### src/common/sparce_pkg.sv
/*
  shared types and table geometry for the sparce skip-prediction unit
  geometry is fixed here, nothing below is parameterized per instance
  the config data word layout is decoded inside the table, see the
  comment next to sasa_cfg_t for the bit positions
*/
`default_nettype none

package sparce_pkg;

  // table geometry
  localparam int SASA_SETS = 4;
  localparam int SASA_WAYS = 4;

  // config address that selects a table write, any other address is ignored
  localparam logic [31:0] SASA_ADDR = 32'h0000_1000;

  // architectural register count
  localparam int NUM_REGS = 32;

  // plain vectors with a meaning
  typedef logic [31:0] word_t;
  typedef logic [31:0] pc_t;
  typedef logic [4:0]  reg_idx_t;
  typedef logic [4:0]  skip_cnt_t;
  typedef logic [1:0]  set_idx_t;
  typedef logic [13:0] tag_t;
  typedef logic [1:0]  way_idx_t;
  // lru age, 0 is most recently used, 3 is the next victim
  typedef logic [1:0]  usage_t;

  // skip condition on the zero state of rs1 and rs2
  typedef enum logic {
    SASA_COND_OR  = 1'b0,
    SASA_COND_AND = 1'b1
  } sasa_cond_t;

  // one stored descriptor
  typedef struct packed {
    usage_t     usage;
    logic       valid;
    tag_t       tag;
    reg_idx_t   rs1;
    reg_idx_t   rs2;
    sasa_cond_t cond;
    skip_cnt_t  skip_cnt;
  } sasa_entry_t;

  // one config write
  // data: [31:18] tag, [17:16] set, [15:11] rs1, [10:6] rs2,
  // [5] cond, [4:0] skip count
  typedef struct packed {
    word_t addr;
    word_t data;
  } sasa_cfg_t;

  // writeback from the core
  typedef struct packed {
    reg_idx_t idx;
    word_t    value;
  } wb_t;

  // stage 1 payload, fields are zero on a miss except pc
  typedef struct packed {
    logic       hit;
    pc_t        pc;
    reg_idx_t   rs1;
    reg_idx_t   rs2;
    sasa_cond_t cond;
    skip_cnt_t  skip_cnt;
  } lookup_t;

  // stage 2 decision
  typedef struct packed {
    logic skip;
    pc_t  target;
  } sparce_result_t;

endpackage

`default_nettype wire

### src/sparce/sparce_sprf.sv
/*
  sparsity register file, one zero flag per architectural register
  every flag resets to 1 since the core's register file resets to zero
  register 0 always reads zero and its writebacks are dropped
  reads forward a same-cycle writeback to the same index
*/
`default_nettype none

module sparce_sprf (
  input  logic                CLK,
  input  logic                nRST,
  input  logic                wb_valid,
  input  sparce_pkg::wb_t     wb,
  input  sparce_pkg::reg_idx_t rs1,
  input  sparce_pkg::reg_idx_t rs2,
  output logic                zero1,
  output logic                zero2
);

  // flag set means the register currently holds zero
  logic [sparce_pkg::NUM_REGS-1:0] zero_flags;
  logic                            wb_live;
  logic                            wb_zero;

  // writes to register 0 never land
  assign wb_live = wb_valid && (wb.idx != '0);
  assign wb_zero = (wb.value == '0);

  always_ff @(posedge CLK, negedge nRST) begin
    if (!nRST) begin
      zero_flags <= '1;
    end else if (wb_live) begin
      zero_flags[wb.idx] <= wb_zero;
    end
  end

  // read with bypass of the writeback sampled on the coming edge
  // flag 0 is never written so it reads 1 on its own
  function automatic logic read_flag(input sparce_pkg::reg_idx_t idx);
    logic flag;
    flag = zero_flags[idx];
    if (wb_live && (wb.idx == idx)) begin
      flag = wb_zero;
    end
    return flag;
  endfunction

  // both ports follow the flags and the writeback as well as the indices
  always_comb begin
    zero1 = read_flag(rs1);
    zero2 = read_flag(rs2);
  end

endmodule

`default_nettype wire

### src/sparce/sparce_sasa_table.sv
/*
  4-set 4-way skip descriptor table with lru replacement
  lookup is combinational on current contents and registered once, so a
  write sampled on the same edge as a fetch is not seen by that fetch
  duplicate tags in one set are not filtered and the highest way wins
  a write in the same cycle as a hit suppresses the hit's lru update
*/
`default_nettype none

module sparce_sasa_table (
  input  logic                  CLK,
  input  logic                  nRST,
  input  logic                  cfg_valid,
  input  sparce_pkg::sasa_cfg_t cfg,
  input  logic                  fetch_valid,
  input  sparce_pkg::pc_t       fetch_pc,
  output logic                  lookup_valid,
  output sparce_pkg::lookup_t   lookup
);

  // view of the config data word with the preceding pc word address on top
  typedef struct packed {
    sparce_pkg::tag_t       tag;
    sparce_pkg::set_idx_t   set;
    sparce_pkg::reg_idx_t   rs1;
    sparce_pkg::reg_idx_t   rs2;
    sparce_pkg::sasa_cond_t cond;
    sparce_pkg::skip_cnt_t  skip_cnt;
  } sasa_desc_t;

  sparce_pkg::sasa_entry_t entries [sparce_pkg::SASA_SETS][sparce_pkg::SASA_WAYS];

  sasa_desc_t             desc;
  logic                   wr_en;
  sparce_pkg::set_idx_t   pc_set;
  sparce_pkg::tag_t       pc_tag;
  logic                   hit;
  sparce_pkg::way_idx_t   hit_way;
  sparce_pkg::usage_t     hit_usage;
  sparce_pkg::sasa_entry_t hit_entry;
  sparce_pkg::lookup_t    lookup_next;

  assign desc  = sasa_desc_t'(cfg.data);
  assign wr_en = cfg_valid && (cfg.addr == sparce_pkg::SASA_ADDR);

  // byte pc so bits 1:0 are dropped
  assign pc_set = fetch_pc[3:2];
  assign pc_tag = fetch_pc[17:4];

  // tag compare across the ways of the addressed set
  always_comb begin
    hit     = 1'b0;
    hit_way = '0;
    for (int w = 0; w < sparce_pkg::SASA_WAYS; w++) begin
      if (entries[pc_set][w].valid && (entries[pc_set][w].tag == pc_tag)) begin
        hit     = 1'b1;
        hit_way = sparce_pkg::way_idx_t'(w);
      end
    end
  end

  assign hit_entry = entries[pc_set][hit_way];
  assign hit_usage = hit_entry.usage;

  // a miss carries zero fields
  // pc always travels for the fall-through target
  always_comb begin
    lookup_next     = '0;
    lookup_next.pc  = fetch_pc;
    if (hit) begin
      lookup_next.hit      = 1'b1;
      lookup_next.rs1      = hit_entry.rs1;
      lookup_next.rs2      = hit_entry.rs2;
      lookup_next.cond     = hit_entry.cond;
      lookup_next.skip_cnt = hit_entry.skip_cnt;
    end
  end

  always_ff @(posedge CLK, negedge nRST) begin
    if (!nRST) begin
      for (int s = 0; s < sparce_pkg::SASA_SETS; s++) begin
        for (int w = 0; w < sparce_pkg::SASA_WAYS; w++) begin
          entries[s][w]       <= '0;
          // way 0 starts oldest so it is the first victim
          entries[s][w].usage <= sparce_pkg::usage_t'(3 - w);
        end
      end
    end else if (wr_en) begin
      for (int w = 0; w < sparce_pkg::SASA_WAYS; w++) begin
        if (entries[desc.set][w].usage == '1) begin
          entries[desc.set][w].valid    <= 1'b1;
          entries[desc.set][w].tag      <= desc.tag;
          entries[desc.set][w].rs1      <= desc.rs1;
          entries[desc.set][w].rs2      <= desc.rs2;
          entries[desc.set][w].cond     <= desc.cond;
          entries[desc.set][w].skip_cnt <= desc.skip_cnt;
        end
        // whole set ages
        // the victim wraps from 3 to 0 and becomes newest
        entries[desc.set][w].usage <= entries[desc.set][w].usage + 2'd1;
      end
    end else if (fetch_valid && hit) begin
      for (int w = 0; w < sparce_pkg::SASA_WAYS; w++) begin
        if (sparce_pkg::way_idx_t'(w) == hit_way) begin
          entries[pc_set][w].usage <= '0;
        end else if (entries[pc_set][w].usage < hit_usage) begin
          // only ways younger than the hit way move up
          entries[pc_set][w].usage <= entries[pc_set][w].usage + 2'd1;
        end
      end
    end
  end

  // stage 1 register
  always_ff @(posedge CLK, negedge nRST) begin
    if (!nRST) begin
      lookup_valid <= 1'b0;
    end else begin
      lookup_valid <= fetch_valid;
    end
  end

  // payload follows each fetch and holds in between
  always_ff @(posedge CLK) begin
    if (fetch_valid) begin
      lookup <= lookup_next;
    end
  end

endmodule

`default_nettype wire

### src/sparce/sparce_cfid.sv
/*
  decision stage, evaluates the skip condition on the stage 1 payload
  register reads go to the sprf combinationally in the same cycle
  result is registered, one cycle after lookup_valid
  skip target wraps silently at the top of the address space
*/
`default_nettype none

module sparce_cfid (
  input  logic                       CLK,
  input  logic                       nRST,
  input  logic                       lookup_valid,
  input  sparce_pkg::lookup_t        lookup,
  output sparce_pkg::reg_idx_t       rs1,
  output sparce_pkg::reg_idx_t       rs2,
  input  logic                       zero1,
  input  logic                       zero2,
  output logic                       result_valid,
  output sparce_pkg::sparce_result_t result
);

  logic                       cond_met;
  sparce_pkg::pc_t            skip_bytes;
  sparce_pkg::sparce_result_t result_next;

  // read indices straight from the looked-up descriptor
  assign rs1 = lookup.rs1;
  assign rs2 = lookup.rs2;

  always_comb begin
    case (lookup.cond)
      sparce_pkg::SASA_COND_AND: cond_met = zero1 && zero2;
      default:                   cond_met = zero1 || zero2;
    endcase
  end

  // skip count plus the preceding instruction itself, in bytes
  assign skip_bytes = (sparce_pkg::pc_t'(lookup.skip_cnt) + 32'd1) << 2;

  always_comb begin
    result_next.skip = lookup.hit && cond_met;
    if (result_next.skip) begin
      result_next.target = lookup.pc + skip_bytes;
    end else begin
      // plain fall-through
      result_next.target = lookup.pc + 32'd4;
    end
  end

  always_ff @(posedge CLK, negedge nRST) begin
    if (!nRST) begin
      result_valid <= 1'b0;
    end else begin
      result_valid <= lookup_valid;
    end
  end

  always_ff @(posedge CLK) begin
    if (lookup_valid) begin
      result <= result_next;
    end
  end

endmodule

`default_nettype wire

### src/verilog/sparce_unit.sv
/*
  skip prediction unit, table lookup then decide
  result_valid follows fetch_valid by two edges, one fetch per cycle
  no back-pressure anywhere, every strobe is taken
*/
`default_nettype none

module sparce_unit (
  input  logic                       CLK,
  input  logic                       nRST,
  input  logic                       fetch_valid,
  input  sparce_pkg::pc_t            fetch_pc,
  input  logic                       cfg_valid,
  input  sparce_pkg::sasa_cfg_t      cfg,
  input  logic                       wb_valid,
  input  sparce_pkg::wb_t            wb,
  output logic                       result_valid,
  output sparce_pkg::sparce_result_t result
);

  // stage 1 to stage 2
  logic                 lookup_valid;
  sparce_pkg::lookup_t  lookup;

  // sprf read ports
  sparce_pkg::reg_idx_t rs1;
  sparce_pkg::reg_idx_t rs2;
  logic                 zero1;
  logic                 zero2;

  sparce_sasa_table i_sasa_table (
    .CLK          (CLK),
    .nRST         (nRST),
    .cfg_valid    (cfg_valid),
    .cfg          (cfg),
    .fetch_valid  (fetch_valid),
    .fetch_pc     (fetch_pc),
    .lookup_valid (lookup_valid),
    .lookup       (lookup)
  );

  sparce_sprf i_sprf (
    .CLK      (CLK),
    .nRST     (nRST),
    .wb_valid (wb_valid),
    .wb       (wb),
    .rs1      (rs1),
    .rs2      (rs2),
    .zero1    (zero1),
    .zero2    (zero2)
  );

  sparce_cfid i_cfid (
    .CLK          (CLK),
    .nRST         (nRST),
    .lookup_valid (lookup_valid),
    .lookup       (lookup),
    .rs1          (rs1),
    .rs2          (rs2),
    .zero1        (zero1),
    .zero2        (zero2),
    .result_valid (result_valid),
    .result       (result)
  );

endmodule

`default_nettype wire

### config.mk
export PLATFORM = sky130hd
export DESIGN_NAME = sparce_unit
export DESIGN_NICKNAME = d
export VERILOG_FILES = /design/src/common/sparce_pkg.sv /design/src/sparce/sparce_sprf.sv /design/src/sparce/sparce_sasa_table.sv /design/src/sparce/sparce_cfid.sv /design/src/verilog/sparce_unit.sv
export SDC_FILE = /design/constraint.sdc
export NUM_CORES = 1
export LEC_CHECK = 0
export BUFFER_PORTS_ARGS = -buffer_cell sky130_fd_sc_hd__buf_2
export CORE_UTILIZATION = 56
export CTS_CLUSTER_DIAMETER = 120
export DETAILED_ROUTE_END_ITERATION = 8
export PLACE_DENSITY = 0.77
export SLEW_MARGIN = 20
export SYNTH_ARGS = -nofsm -noshare
export SYNTH_HDL_FRONTEND = slang
export SYNTH_HIERARCHICAL = 1
export SYNTH_SLANG_ARGS = --single-unit
### constraint.sdc
create_clock -name CLK -period 4.7 [get_ports CLK]
set_clock_uncertainty 0.1 [all_clocks]
set_input_delay 0.94 -clock CLK [delete_from_list [all_inputs] [get_ports CLK]]
set_output_delay 0.94 -clock CLK [all_outputs]
set_load 0.1 [all_outputs]
==> implementation parameters, run 1 <==
Parameter                              Value

Critical path
  Register-to-Register Setup Slack    90 ps
  Maximum fanout count along the critical path    6
  Type of the worst setup path    register to register
  Critical register-to-register path startpoint    i_sasa_table/lookup[12]
  Cells on worst reg2reg path    17
  Critical path data required time    4920 ps
  Worst setup path start    i_sasa_table/lookup[12]
  Nature of the critical path endpoint    register
  Arrival time at the worst endpoint    4830 ps
  Kind of start point of the critical path    register
  Endpoint of the lowest-slack register-to-register path    i_cfid/result[18]

Hold path
  Class of the worst hold path    input port to async pin

Yosys
  Net Count, Synth    2460
  Simple-Gate Fraction of Synth Area    0.0625
  Post-synthesis compound-gate area fraction    0.0620
  Cell types with the highest counts after synthesis    mux2_2 (516), dfrtp_1 (514), clkbuf_1 (114), mux4_2 (114), nand2_1 (111)
  Largest cells by area after synthesis    dfrtp_1 (40%), mux2_2 (18%), mux4_2 (8.0%), edfxtp_1 (7.7%), dfstp_2 (3.9%)
  Most frequently used cell type in the post-synthesis netlist    mux2_2
  Synth area leader    dfrtp_1
  Multiplexer share of the synthesized area    0.294
  Number of distinct library cell variants in the gate-level netlist after synthesis    95
  Synth Instances    2310
  XOR/XNOR Fraction of Synth Area    0.0271
  Area share of the largest cell type after synthesis    0.402
  Number of warnings reported in the yosys synthesis log    6
  Number of synthesized flops with an enable pin    82
  Primary FF master, synth    dfrtp_1
  Summed instance area of the synthesized netlist    32000 µm²
  Largest family of logic cells by synthesized area    multiplexers
  Fraction of registers with async set or reset after synthesis    0.873
  Register bit total from synthesis    644
  Share of synthesized area occupied by flip-flops and latches    0.518
  Average cell area after synthesis    13.9 µm²
  Arithmetic-cell share of the synthesized area counting full adders, half adders and majority gates    0.00625

Clock tree
  Number of sinks on the clock net    644
  Root buf cell    clkbuf_16
  Deepest clock path buffer count    3
  CTS tree    yes
  Clock buffer count from CTS    69
  Worst skew pair latency    600 ps
  Clock transition time at the flip-flop clock pins of the worst setup and hold paths    60 ps
  Htree depth    3

Layout
  Final layout net count    2704
  Synth-to-layout area growth    15.1%
  Number of non-filler instances in the completed layout    3362
  Layout fillers    3991
  Layout cells sized above 1    0.461

Timing
  Worst max-slew margin expressed relative to the limit    0.443
  Final number of max-transition violations    0
  Final hold vios    0
  Transition time at the pin with the least slew margin    815 ps
  Finish-stage setup viols    0
  F_max    217 MHz
  Worst hold margin    184 ps
  Minimum clock period    4610 ps
  Final worst-path cycle share    0.980
  Setup repair after global routing missed its margin    true

Global routing
  Vias in the first global route    22200
  Largest net degree at the start of global routing    124
  Global-route usage over all layers    0.294
  Wire length of the first global-routing pass    129 mm
  Total overflow reported by the global router    0
  Number of antenna violations at the first check in global routing    3

Run status
  Outcome    finished, final reports clean

Floorplan
  Die width    241 µm
  Total Die Area    58200 µm²
  Chip height    241 µm
  Ports placed on the boundary    172
  Area of the placeable core    56500 µm²
  Count of standard-cell rows    87
  Starting utilization of the core area    0.567

Detailed routing
  Routed vias    21100
  Number of antenna-violating nets in the routed design    0
  DRT iter0 DRCs    1659
  Average wire per cell in the routed design    24.7 µm
  # DRC    0
  Via density    6.28
  Detailed-route wire length    83.1 mm
  Pre-Repair DR Iteration Count    6

Placement
  Cell Count Post-Placement    3236
  RePlAce Congestion    0.945
  Dpl hpwl    54.4 mm
  Number of I/O port buffers    171

Pwr
  Max rail drop VDD    0.000247 V
  Power per unit of standard cell area    319 nW/µm²
  Static leakage    0.0171 µW

Job
  Reported max-cap violation count    0
==> layout by cell type, fill, tap and decap left out, types with 11 or more instances in the layout <==
cell / synthesis / final
mux2_1: 17 / 17
and3_1: 11 / 11
nand2_2: 1 / 18
edfxtp_1: 82 / 82
clkbuf_16: 0 / 71
buf_2: 16 / 168
nor2b_1: 12 / 12
nand4_1: 26 / 26
nand3_1: 30 / 30
mux4_2: 114 / 122
nand2b_1: 28 / 28
nor4_1: 22 / 22
inv_1: 24 / 22
clkbuf_1: 114 / 20
nand2_1: 111 / 93
buf_4: 12 / 164
o21ai_0: 63 / 63
nor2_1: 58 / 58
xnor2_1: 74 / 74
mux2i_1: 44 / 44
a22oi_1: 16 / 16
dfstp_2: 48 / 48
mux2_2: 516 / 514
o41ai_1: 19 / 19
xor2_1: 25 / 25
buf_12: 2 / 15
a21oi_1: 35 / 34
nor3_1: 12 / 12
dfrtp_1: 514 / 514
==> per-stage QoR <==
| step | TNS (ps) | power, µW | utilization | cell area, µm² | worst slack [ps] |
|---|---|---|---|---|---|
| floorplan | 0 | 6280 | - | 32000 | 9.02 |
| global placement | -1670 | 6610 | 0.612 | 34600 | -132 |
| detailed placement | -2690 | 6630 | 0.612 | 34600 | -244 |
| CTS | 0 | 11900 | 0.651 | 36800 | 51.1 |
| global route | -15.0 | 12200 | 0.652 | 36900 | -13.0 |
| finish | 0 | 11800 | 0.652 | 36900 | 93.1 |
==> layout make-up <==
| cell class | instances | area (µm²) | share of cell area |
|---|---|---|---|
| sequential | 644 | 16600 | 0.450 |
| multi-input combinational | 1461 | 14600 | 0.396 |
| timing repair buffer | 354 | 2490 | 0.0675 |
| clock buffer | 100 | 1960 | 0.0533 |
| tap | 756 | 946 | 0.0257 |
| clock inverter | 21 | 201 | 0.00547 |
| inverter | 24 | 90.1 | 0.00244 |
| antenna | 2 | 5.00 | 0.000136 |
==> worst max-delay path by stage <==
stage                                    endpoint  slack, ps  depth (start not counted)
final                           i_cfid/result[18]         90                         17
after global routing            i_cfid/result[18]        -10                         17
after CTS                       i_cfid/result[26]         50                         17
after detailed placement        i_cfid/result[18]       -240                         17
after global placement    i_sasa_table/lookup[12]       -130                         15
after floorplan                 i_cfid/result[24]          9                         18
==> flip-flops by register name, indices dropped and copies added (netlist names) <==
register,flops
i_sasa_table/entries,528
i_sasa_table/lookup,49
i_cfid/result,33
i_sprf/zero_flags,32
i_cfid/result_valid,1
i_sasa_table/lookup_valid,1
==> where the power goes <==
| group | total (µW) | internal (µW) | switching (µW) | leakage (µW) |
|---|---|---|---|---|
| logic | 798 | 242 | 555 | 0.00761 |
| clock network | 5230 | 3070 | 2160 | 0.00105 |
| registers | 5740 | 5700 | 38.7 | 0.00846 |
| total | 11800 | 9010 | 2760 | 0.0171 |
==> critical path, stage by stage, from the launching register on <==
cell and delay (ps):
edfxtp_1 400, buf_6 150, mux4_2 510, mux2_2 280, mux4_2 460, mux2_4 290, maj3_2 350, nand2_2 90
inv_2 50, nand2_4 90, ha_4 140, inv_2 30, fa_2 320, and2b_2 250, o211ai_4 120, buf_12 170
a2111oi_4 400, xor2_1 120
==> metal layers <==
metal	share of wire	vias up	GRT usage
met1	0.42	11000	0.397
met3	0.066	191	0.0437
met2	0.48	802	0.479
met4	0.035	2	0.117
li1	-	9157	-
met5	0.00011	-	0
==> kinds of logic (layout without fill, tap and decap cells) <==
group | count (synthesis) | after routing
AOI/OAI and AO/OA | 262 | 262
DFF | 644 | 644
muxes | 707 | 707
and+or+nand+nor | 377 | 377
xor gates and xnor gates | 99 | 99
other | 0 | 2
buffers and inverters | 205 | 499
adders and majority gates | 16 | 16
==> repair_timing <==
item | CTS | global route
pin swaps | 1 | 8
buffers inserted | 1 | 0
resized for setup | 9 | 17
setup endpoints to repair | 8 | 17
cloned | 0 | 1
hold buffers | 0 | 0
(Power assumes the default switching activity.)
==> run 2: changes to the inputs <==
--- a/config.mk
+++ b/config.mk
@@ -6,10 +6,11 @@
 export NUM_CORES = 1
 export LEC_CHECK = 0
 export BUFFER_PORTS_ARGS = -buffer_cell sky130_fd_sc_hd__buf_2
-export CORE_UTILIZATION = 56
+export CORE_UTILIZATION = 58
+export CTS_BUF_LIST = sky130_fd_sc_hd__clkbuf_4
 export CTS_CLUSTER_DIAMETER = 120
 export DETAILED_ROUTE_END_ITERATION = 8
-export PLACE_DENSITY = 0.77
+export PLACE_DENSITY = 0.79
 export SLEW_MARGIN = 20
 export SYNTH_ARGS = -nofsm -noshare
 export SYNTH_HDL_FRONTEND = slang
==> run 2 against run 1 <==
Compared with the run above: flip-flop and latch count unchanged; combinational power hardly changed; count of clock-buffer cells in the layout up 151; sequential power about the same; cell count increased by 3.1%; maximum frequency increased by 0.85%; global-route usage is 1.3 points higher; register-to-register slack gained 40 ps; critical path type unchanged; largest power group unchanged.
==> implementation parameters, run 2 (same netlist as run 1, synthesis figures left out) <==
Parameter                              Value

Placement
  Number of I/O port buffers    171 (unchanged)
  RePlAce Congestion    0.969 (+2.5%)
  Dpl hpwl    54.7 mm (+0.42%)

Timing
  Final hold vios    0 (unchanged)
  Final number of max-transition violations    0 (unchanged)
  Minimum clock period    4570 ps (-38.9 ps)
  Worst hold margin    245 ps (+60.8 ps)
  F_max    219 MHz (+0.85%)
  Transition time at the pin with the least slew margin    1240 ps (+428 ps)
  Worst max-slew margin expressed relative to the limit    0.171 (-0.271)
  Finish-stage setup viols    0 (unchanged)
  Final worst-path cycle share    0.972 (-0.00827)

Critical path
  Number of buffers and inverters on the critical path    4 (unchanged)
  Critical Path, Cell by Cell    buf_6 -> mux4_1 -> mux2_2 -> mux4_2 -> mux2_2 -> maj3_2 -> nand2_2 -> inv_1 -> nand2_2 -> ha_2 -> inv_1 -> fa_1 -> and2b_2 -> o211ai_4 -> clkbuf_16 -> a2111oi_4 -> xor2_1
  Critical path data required time    5350 ps (+430 ps)
  Type of the worst setup path    register to register
  Nature of the critical path endpoint    register
  Gate family responsible for the most delay along the worst path    multiplexers
  Largest stage delay on the critical path    540 ps (+30 ps)
  CP max-delay cell    mux4_1
  Arrival time at the worst endpoint    5220 ps (+390 ps)
  Maximum fanout count along the critical path    6 (unchanged)
  Kind of start point of the critical path    register

Layout
  Synth-to-layout area growth    14.6%
  Final layout net count    2796 (+3.4%)
  Final standard cell utilization of the core    0.677 (+0.0242)
  Layout cells sized above 1    0.488 (+0.0266)
  Most common library cell in the layout ignoring fill and taps    mux2_2
  Storage element area    16600 µm² (unchanged)
  Area occupied by multi-input gates    14600 µm² (-0.20%)
  Top reg by flops    i_sasa_table/entries
  Number of flip-flops under the largest register name    528 (unchanged)
  Layout fillers    3801 (-4.8%)
  Largest registers    i_sasa_table/entries: 528 flops, i_sasa_table/lookup: 49 flops, i_cfid/result: 33 flops
  Top library cells by usage in the layout, fill and taps aside    mux2_2 (516), dfrtp_1 (514), clkbuf_4 (251), buf_2 (168), buf_4 (142)

Clock tree
  CTS tree    yes
  Deepest clock path buffer count    3 (unchanged)
  Worst skew pair latency    1010 ps (+410 ps)
  Root buf cell    clkbuf_4
  Htree depth    4 (+1)
  Clock buffer count from CTS    165 (+140%)
  Number of sinks on the clock net    644 (unchanged)
  Clock transition time at the flip-flop clock pins of the worst setup and hold paths    70 ps (about the same)

Floorplan
  Die width    237 µm (-1.7%)
  Count of standard-cell rows    85 (-2.3%)
  Starting utilization of the core area    0.590 (+0.0236)
  Area of the placeable core    54200 µm² (-4.0%)
  Total Die Area    56200 µm² (-3.4%)
  Ports placed on the boundary    172 (unchanged)
  Chip height    237 µm (-1.7%)

Pwr
  Power per unit of standard cell area    308 nW/µm² (-3.4%)
  Max rail drop VDD    0.000203 V (-18%)
  Static leakage    0.0173 µW (+0.93%)

Global routing
  Vias in the first global route    23200 (+4.5%)
  Largest net degree at the start of global routing    105 (-15%)
  Wire length of the first global-routing pass    131 mm (+1.2%)
  Global-route usage over all layers    0.307 (+0.0133)
  Total overflow reported by the global router    0 (unchanged)
  Number of antenna violations at the first check in global routing    6 (+3)

Detailed routing
  Average wire per cell in the routed design    24.1 µm (-2.4%)
  # DRC    0 (unchanged)
  Routed vias    21800 (+3.4%)
  DRT iter0 DRCs    1819 (+9.6%)
  Detailed-route wire length    83.6 mm (+0.64%)
  Pre-Repair DR Iteration Count    6 (unchanged)
  Number of antenna-violating nets in the routed design    0 (unchanged)
  Via density    6.31 (+0.37%)

Job
  Reported max-cap violation count    0 (unchanged)

Run status
  Outcome    finished, final reports clean

Hold path
  Class of the worst hold path    input port to register
==> run 2: stage by stage <==
stage	setup TNS (ps)	power (µW)	cell area [µm²]	cells	setup slack, ps
4_1_cts	0	11400	36600	3454	3.98
5_1_grt	-65.3	11800	36700	3465	-19.4
6_report	0	11300	36700	3465	132
3_3_place_gp	-418	6600	34400	3157	-76.6
2_1_floorplan	0	6280	32000	2310	9.02
3_5_place_dp	-1530	6630	34400	3157	-192
==> run 2: power breakdown <==
group | switching, µW | internal (µW)
Sequential | 39.5 | 5700
Combinational | 556 | 245
Clock | 2250 | 2530
Total | 2840 | 8470
==> run 2: cell type report <==
| class | instances | share of cell area |
|---|---|---|
| Antenna cell | 10 | 0.000682 |
| Clock buffer | 251 | 0.0513 |
| Clock inverter | 29 | 0.00518 |
| Inverter | 24 | 0.00245 |
| Multi-Input combinational cell | 1461 | 0.396 |
| Sequential cell | 644 | 0.452 |
| Tap cell | 696 | 0.0237 |
| Timing Repair Buffer | 350 | 0.0683 |
==> run 2: worst reg2reg max path: stages, from the launching register on <==
cell	delay [ps]
edfxtp_1	380
buf_6	140
mux4_1	550
mux2_2	270
mux4_2	440
mux2_2	270
maj3_2	350
nand2_2	90
inv_1	60
nand2_2	80
ha_2	180
inv_1	50
fa_1	370
and2b_2	270
o211ai_4	110
clkbuf_16	190
a2111oi_4	350
xor2_1	110
==> run 2: timing repair <==
item | 4_1_cts | 5_1_grt
hold buffers | 17 | 0
endpoints found under the setup margin | 1 | 18
gates cloned | 0 | 1
pin swaps | 0 | 12
buffers inserted | 0 | 0
gates resized for setup | 1 | 16
endpoints found under the hold margin | 94 | 0
==> run 2: metal layers <==
metal,wire (µm),vias up,GRT usage
met5,42,-,0
met4,2240,6,0.110
li1,-,9466,-
met3,5670,174,0.0710
met2,41700,869,0.510
met1,34000,11300,0.396
==> run 2: worst paths after layout <==
check / end / cells past startpoint / slack (ps) / startpoint
setup reg to reg: i_cfid/result[26] / 17 / 130 / i_sasa_table/lookup[12]
hold reg to reg: i_sprf/zero_flags[0] / 0 / 280 / i_sprf/zero_flags[0]
hold / removal: i_sasa_table/lookup[28] / 1 / 240 / fetch_pc[12]
max in group asynchronous: i_sasa_table/entries[146] / 3 / 2880 / nRST
setup / recovery: i_cfid/result[26] / 17 / 130 / i_sasa_table/lookup[12]
min in group asynchronous: i_sasa_table/lookup_valid / 2 / 460 / nRST
==> run 3: changes to the inputs <==
--- a/config.mk
+++ b/config.mk
@@ -6,12 +6,12 @@
 export NUM_CORES = 1
 export LEC_CHECK = 0
 export BUFFER_PORTS_ARGS = -buffer_cell sky130_fd_sc_hd__buf_2
-export CORE_UTILIZATION = 58
+export CORE_UTILIZATION = 50
 export CTS_BUF_LIST = sky130_fd_sc_hd__clkbuf_4
 export CTS_CLUSTER_DIAMETER = 120
 export DETAILED_ROUTE_END_ITERATION = 8
-export PLACE_DENSITY = 0.79
-export SLEW_MARGIN = 20
+export PLACE_DENSITY = 0.7
+export REMOVE_ABC_BUFFERS = 1
 export SYNTH_ARGS = -nofsm -noshare
 export SYNTH_HDL_FRONTEND = slang
 export SYNTH_HIERARCHICAL = 1
==> run 3 against run 2 <==
Compared with the run above: first-iteration DRC count decreased by 20%; cell count grew 6.3%; maximum frequency shrank 0.36%; critical path type unchanged; flip-flop and latch count unchanged; sequential share of layout area decreased by 0.93 points.
==> implementation parameters, run 3 (same netlist as run 1, synthesis figures left out) <==
Parameter                              Value

Clock tree
  Root buf cell    clkbuf_4
  Deepest clock path buffer count    3 (unchanged)
  Worst skew pair latency    1040 ps (+30 ps)
  Number of sinks on the clock net    644 (unchanged)
  Htree depth    4 (unchanged)
  CTS tree    yes
  Clock transition time at the flip-flop clock pins of the worst setup and hold paths    70 ps (about the same)
  Clock buffer count from CTS    172 (+4.2%)

Placement
  Place WS    -162 ps (+30.2 ps)
  RePlAce Congestion    0.902 (-6.9%)
  Cell Count Post-Placement    3351 (+6.1%)
  Number of I/O port buffers    171 (unchanged)
  Dpl hpwl    56.4 mm (+3.2%)

Timing
  Post-route worst setup slack    115 ps (-16.6 ps)
  Minimum clock period    4580 ps (+16.6 ps)
  Final hold vios    0 (unchanged)
  Worst max-slew margin expressed relative to the limit    0.460 (+0.289)
  Finish-stage setup viols    0 (unchanged)
  Final worst-path cycle share    0.975 (+0.00354)
  F_max    218 MHz (-0.36%)
  Final number of max-transition violations    0 (unchanged)
  Transition time at the pin with the least slew margin    810 ps (-433 ps)
  Setup repair after global routing missed its margin    false

Detailed routing
  Via density    5.86 (-7.1%)
  Average wire per cell in the routed design    23.0 µm (-4.7%)
  DRT iter0 DRCs    1462 (-20%)
  Pre-Repair DR Iteration Count    7 (+1)
  # DRC    0 (unchanged)
  Wire length on met1    36.7 mm (+8.2%)
  Routed length on met2    41.9 mm (+0.46%)
  Number of antenna-violating nets in the routed design    0 (unchanged)
  Met3 routed WL    4.27 mm (-25%)
  Detailed-route wire length    84.7 mm (+1.3%)
  Highest routed metal layer    met4
  Routed vias    21600 (-1.2%)

Global routing
  Largest net degree at the start of global routing    109 (+3.8%)
  Vias in the first global route    23000 (-0.90%)
  Number of antenna violations at the first check in global routing    5 (-1)
  Wire length of the first global-routing pass    132 mm (+0.91%)
  Total overflow reported by the global router    0 (unchanged)
  Global-route usage over all layers    0.269 (-0.0378)

Critical path
  Kind of start point of the critical path    register
  Gate family responsible for the most delay along the worst path    multiplexers
  Nature of the critical path endpoint    register
  CP max-delay cell    mux4_1
  Critical Path, Cell by Cell    buf_6 -> mux4_1 -> mux2_2 -> mux4_2 -> mux2_2 -> maj3_2 -> nand2_1 -> inv_1 -> nand2_1 -> ha_2 -> inv_1 -> fa_2 -> and2b_2 -> o211ai_4 -> buf_12 -> a2111oi_4 -> xor2_1
  Number of buffers and inverters on the critical path    4 (unchanged)
  Maximum fanout count along the critical path    6 (unchanged)
  Critical path data required time    5380 ps (+30 ps)
  Arrival time at the worst endpoint    5260 ps (+40 ps)
  Type of the worst setup path    register to register
  Largest stage delay on the critical path    550 ps (about the same)

Layout
  Number of flip-flops under the largest register name    528 (unchanged)
  Most common library cell in the layout ignoring fill and taps    mux2_2
  Final standard cell utilization of the core    0.593 (-0.0838)
  Top reg by flops    i_sasa_table/entries
  Synth-to-layout area growth    17.0%
  Top library cells by usage in the layout, fill and taps aside    mux2_2 (516), dfrtp_1 (514), clkbuf_4 (253), buf_4 (192), buf_2 (168)
  Final layout net count    2852 (+2.0%)
  Layout fillers    4932 (+30%)
  Layout cells sized above 1    0.495 (+0.00737)
  Number of non-filler instances in the completed layout    3683 (+6.3%)
  Largest registers    i_sasa_table/entries: 528 flops, i_sasa_table/lookup: 49 flops, i_cfid/result: 33 flops

Pwr
  Max rail drop VDD    0.000213 V (+5.1%)
  Power per unit of standard cell area    313 nW/µm² (+1.4%)
  Static leakage    0.0176 µW (+2.1%)

Floorplan
  Chip height    255 µm (+7.6%)
  Die width    255 µm (+7.6%)
  Starting utilization of the core area    0.507 (-0.0837)
  Count of standard-cell rows    92 (+8.2%)
  Total Die Area    65100 µm² (+16%)
  Area of the placeable core    63200 µm² (+17%)
  Ports placed on the boundary    172 (unchanged)

Hold path
  Class of the worst hold path    input port to register

Job
  Reported max-cap violation count    0 (unchanged)

Run status
  Outcome    finished, final reports clean
-- run 3: power breakdown --
group          total (µW)  internal, µW  switching [µW]
clock                5160          2850            2320
sequential           5740          5700            37.4
combinational         808           254             554
total               11700          8800            2910
-- run 3: metal layers --
metal	GRT usage	vias up
met5	0	-
met4	0.0816	0
met3	0.0561	156
met2	0.449	615
met1	0.354	11200
li1	-	9593
-- run 3: worst paths after layout --
path                       slack [ps]                         to                    start  cells past startpoint
min                               200    i_sasa_table/lookup[32]             fetch_pc[16]                      1
max reg2reg                       120          i_cfid/result[28]  i_sasa_table/lookup[12]                     17
min reg2reg                       270       i_sprf/zero_flags[0]     i_sprf/zero_flags[0]                      0
min in group asynchronous         450  i_sasa_table/entries[360]                     nRST                      2
max in group asynchronous        2910  i_sasa_table/entries[385]                     nRST                      3
max                               120          i_cfid/result[28]  i_sasa_table/lookup[12]                     17
-- run 3: through the flow --
stage | hold slack, ps | setup TNS [ps] | area [µm²] | total power, µW
after detailed placement | 267 | -1540 | 34900 | 6630
final | 202 | 0 | 37500 | 11700
after global routing | 109 | 0 | 37500 | 12200
after global placement | 263 | -110 | 34900 | 6620
after floorplan | 257 | -4800 | 31200 | 6160
after CTS | 96.4 | 0 | 37400 | 11900
-- run 3: worst reg2reg max path, stage by stage (launching register included) --
cell and delay [ps]:
edfxtp_1 410, buf_6 150, mux4_1 550, mux2_2 280, mux4_2 480, mux2_2 280, maj3_2 310, nand2_1 90
inv_1 60, nand2_1 70, ha_2 170, inv_1 50, fa_2 330, and2b_2 260, o211ai_4 110, buf_12 180
a2111oi_4 370, xor2_1 100
-- run 3: timing repair --
action	in CTS	in global routing
setup endpoints to repair	1	10
setup buffers	0	4
hold buffers	17	0
hold endpoints to repair	90	0
gates cloned	0	2
pin swaps	0	6
gates resized for setup	1	16
-- run 3: layout make-up --
cell class / count / area (µm²) / share of cell area
diodes: 6 / 15.0 / 0.000401
clock inverters: 50 / 408 / 0.0109
clock buffers: 253 / 1900 / 0.0507
repair buffers: 399 / 2860 / 0.0764
flip-flops and latches: 644 / 16600 / 0.443
well taps: 846 / 1060 / 0.0283
multi-input cells: 1461 / 14600 / 0.388
inverters: 24 / 90.1 / 0.00240
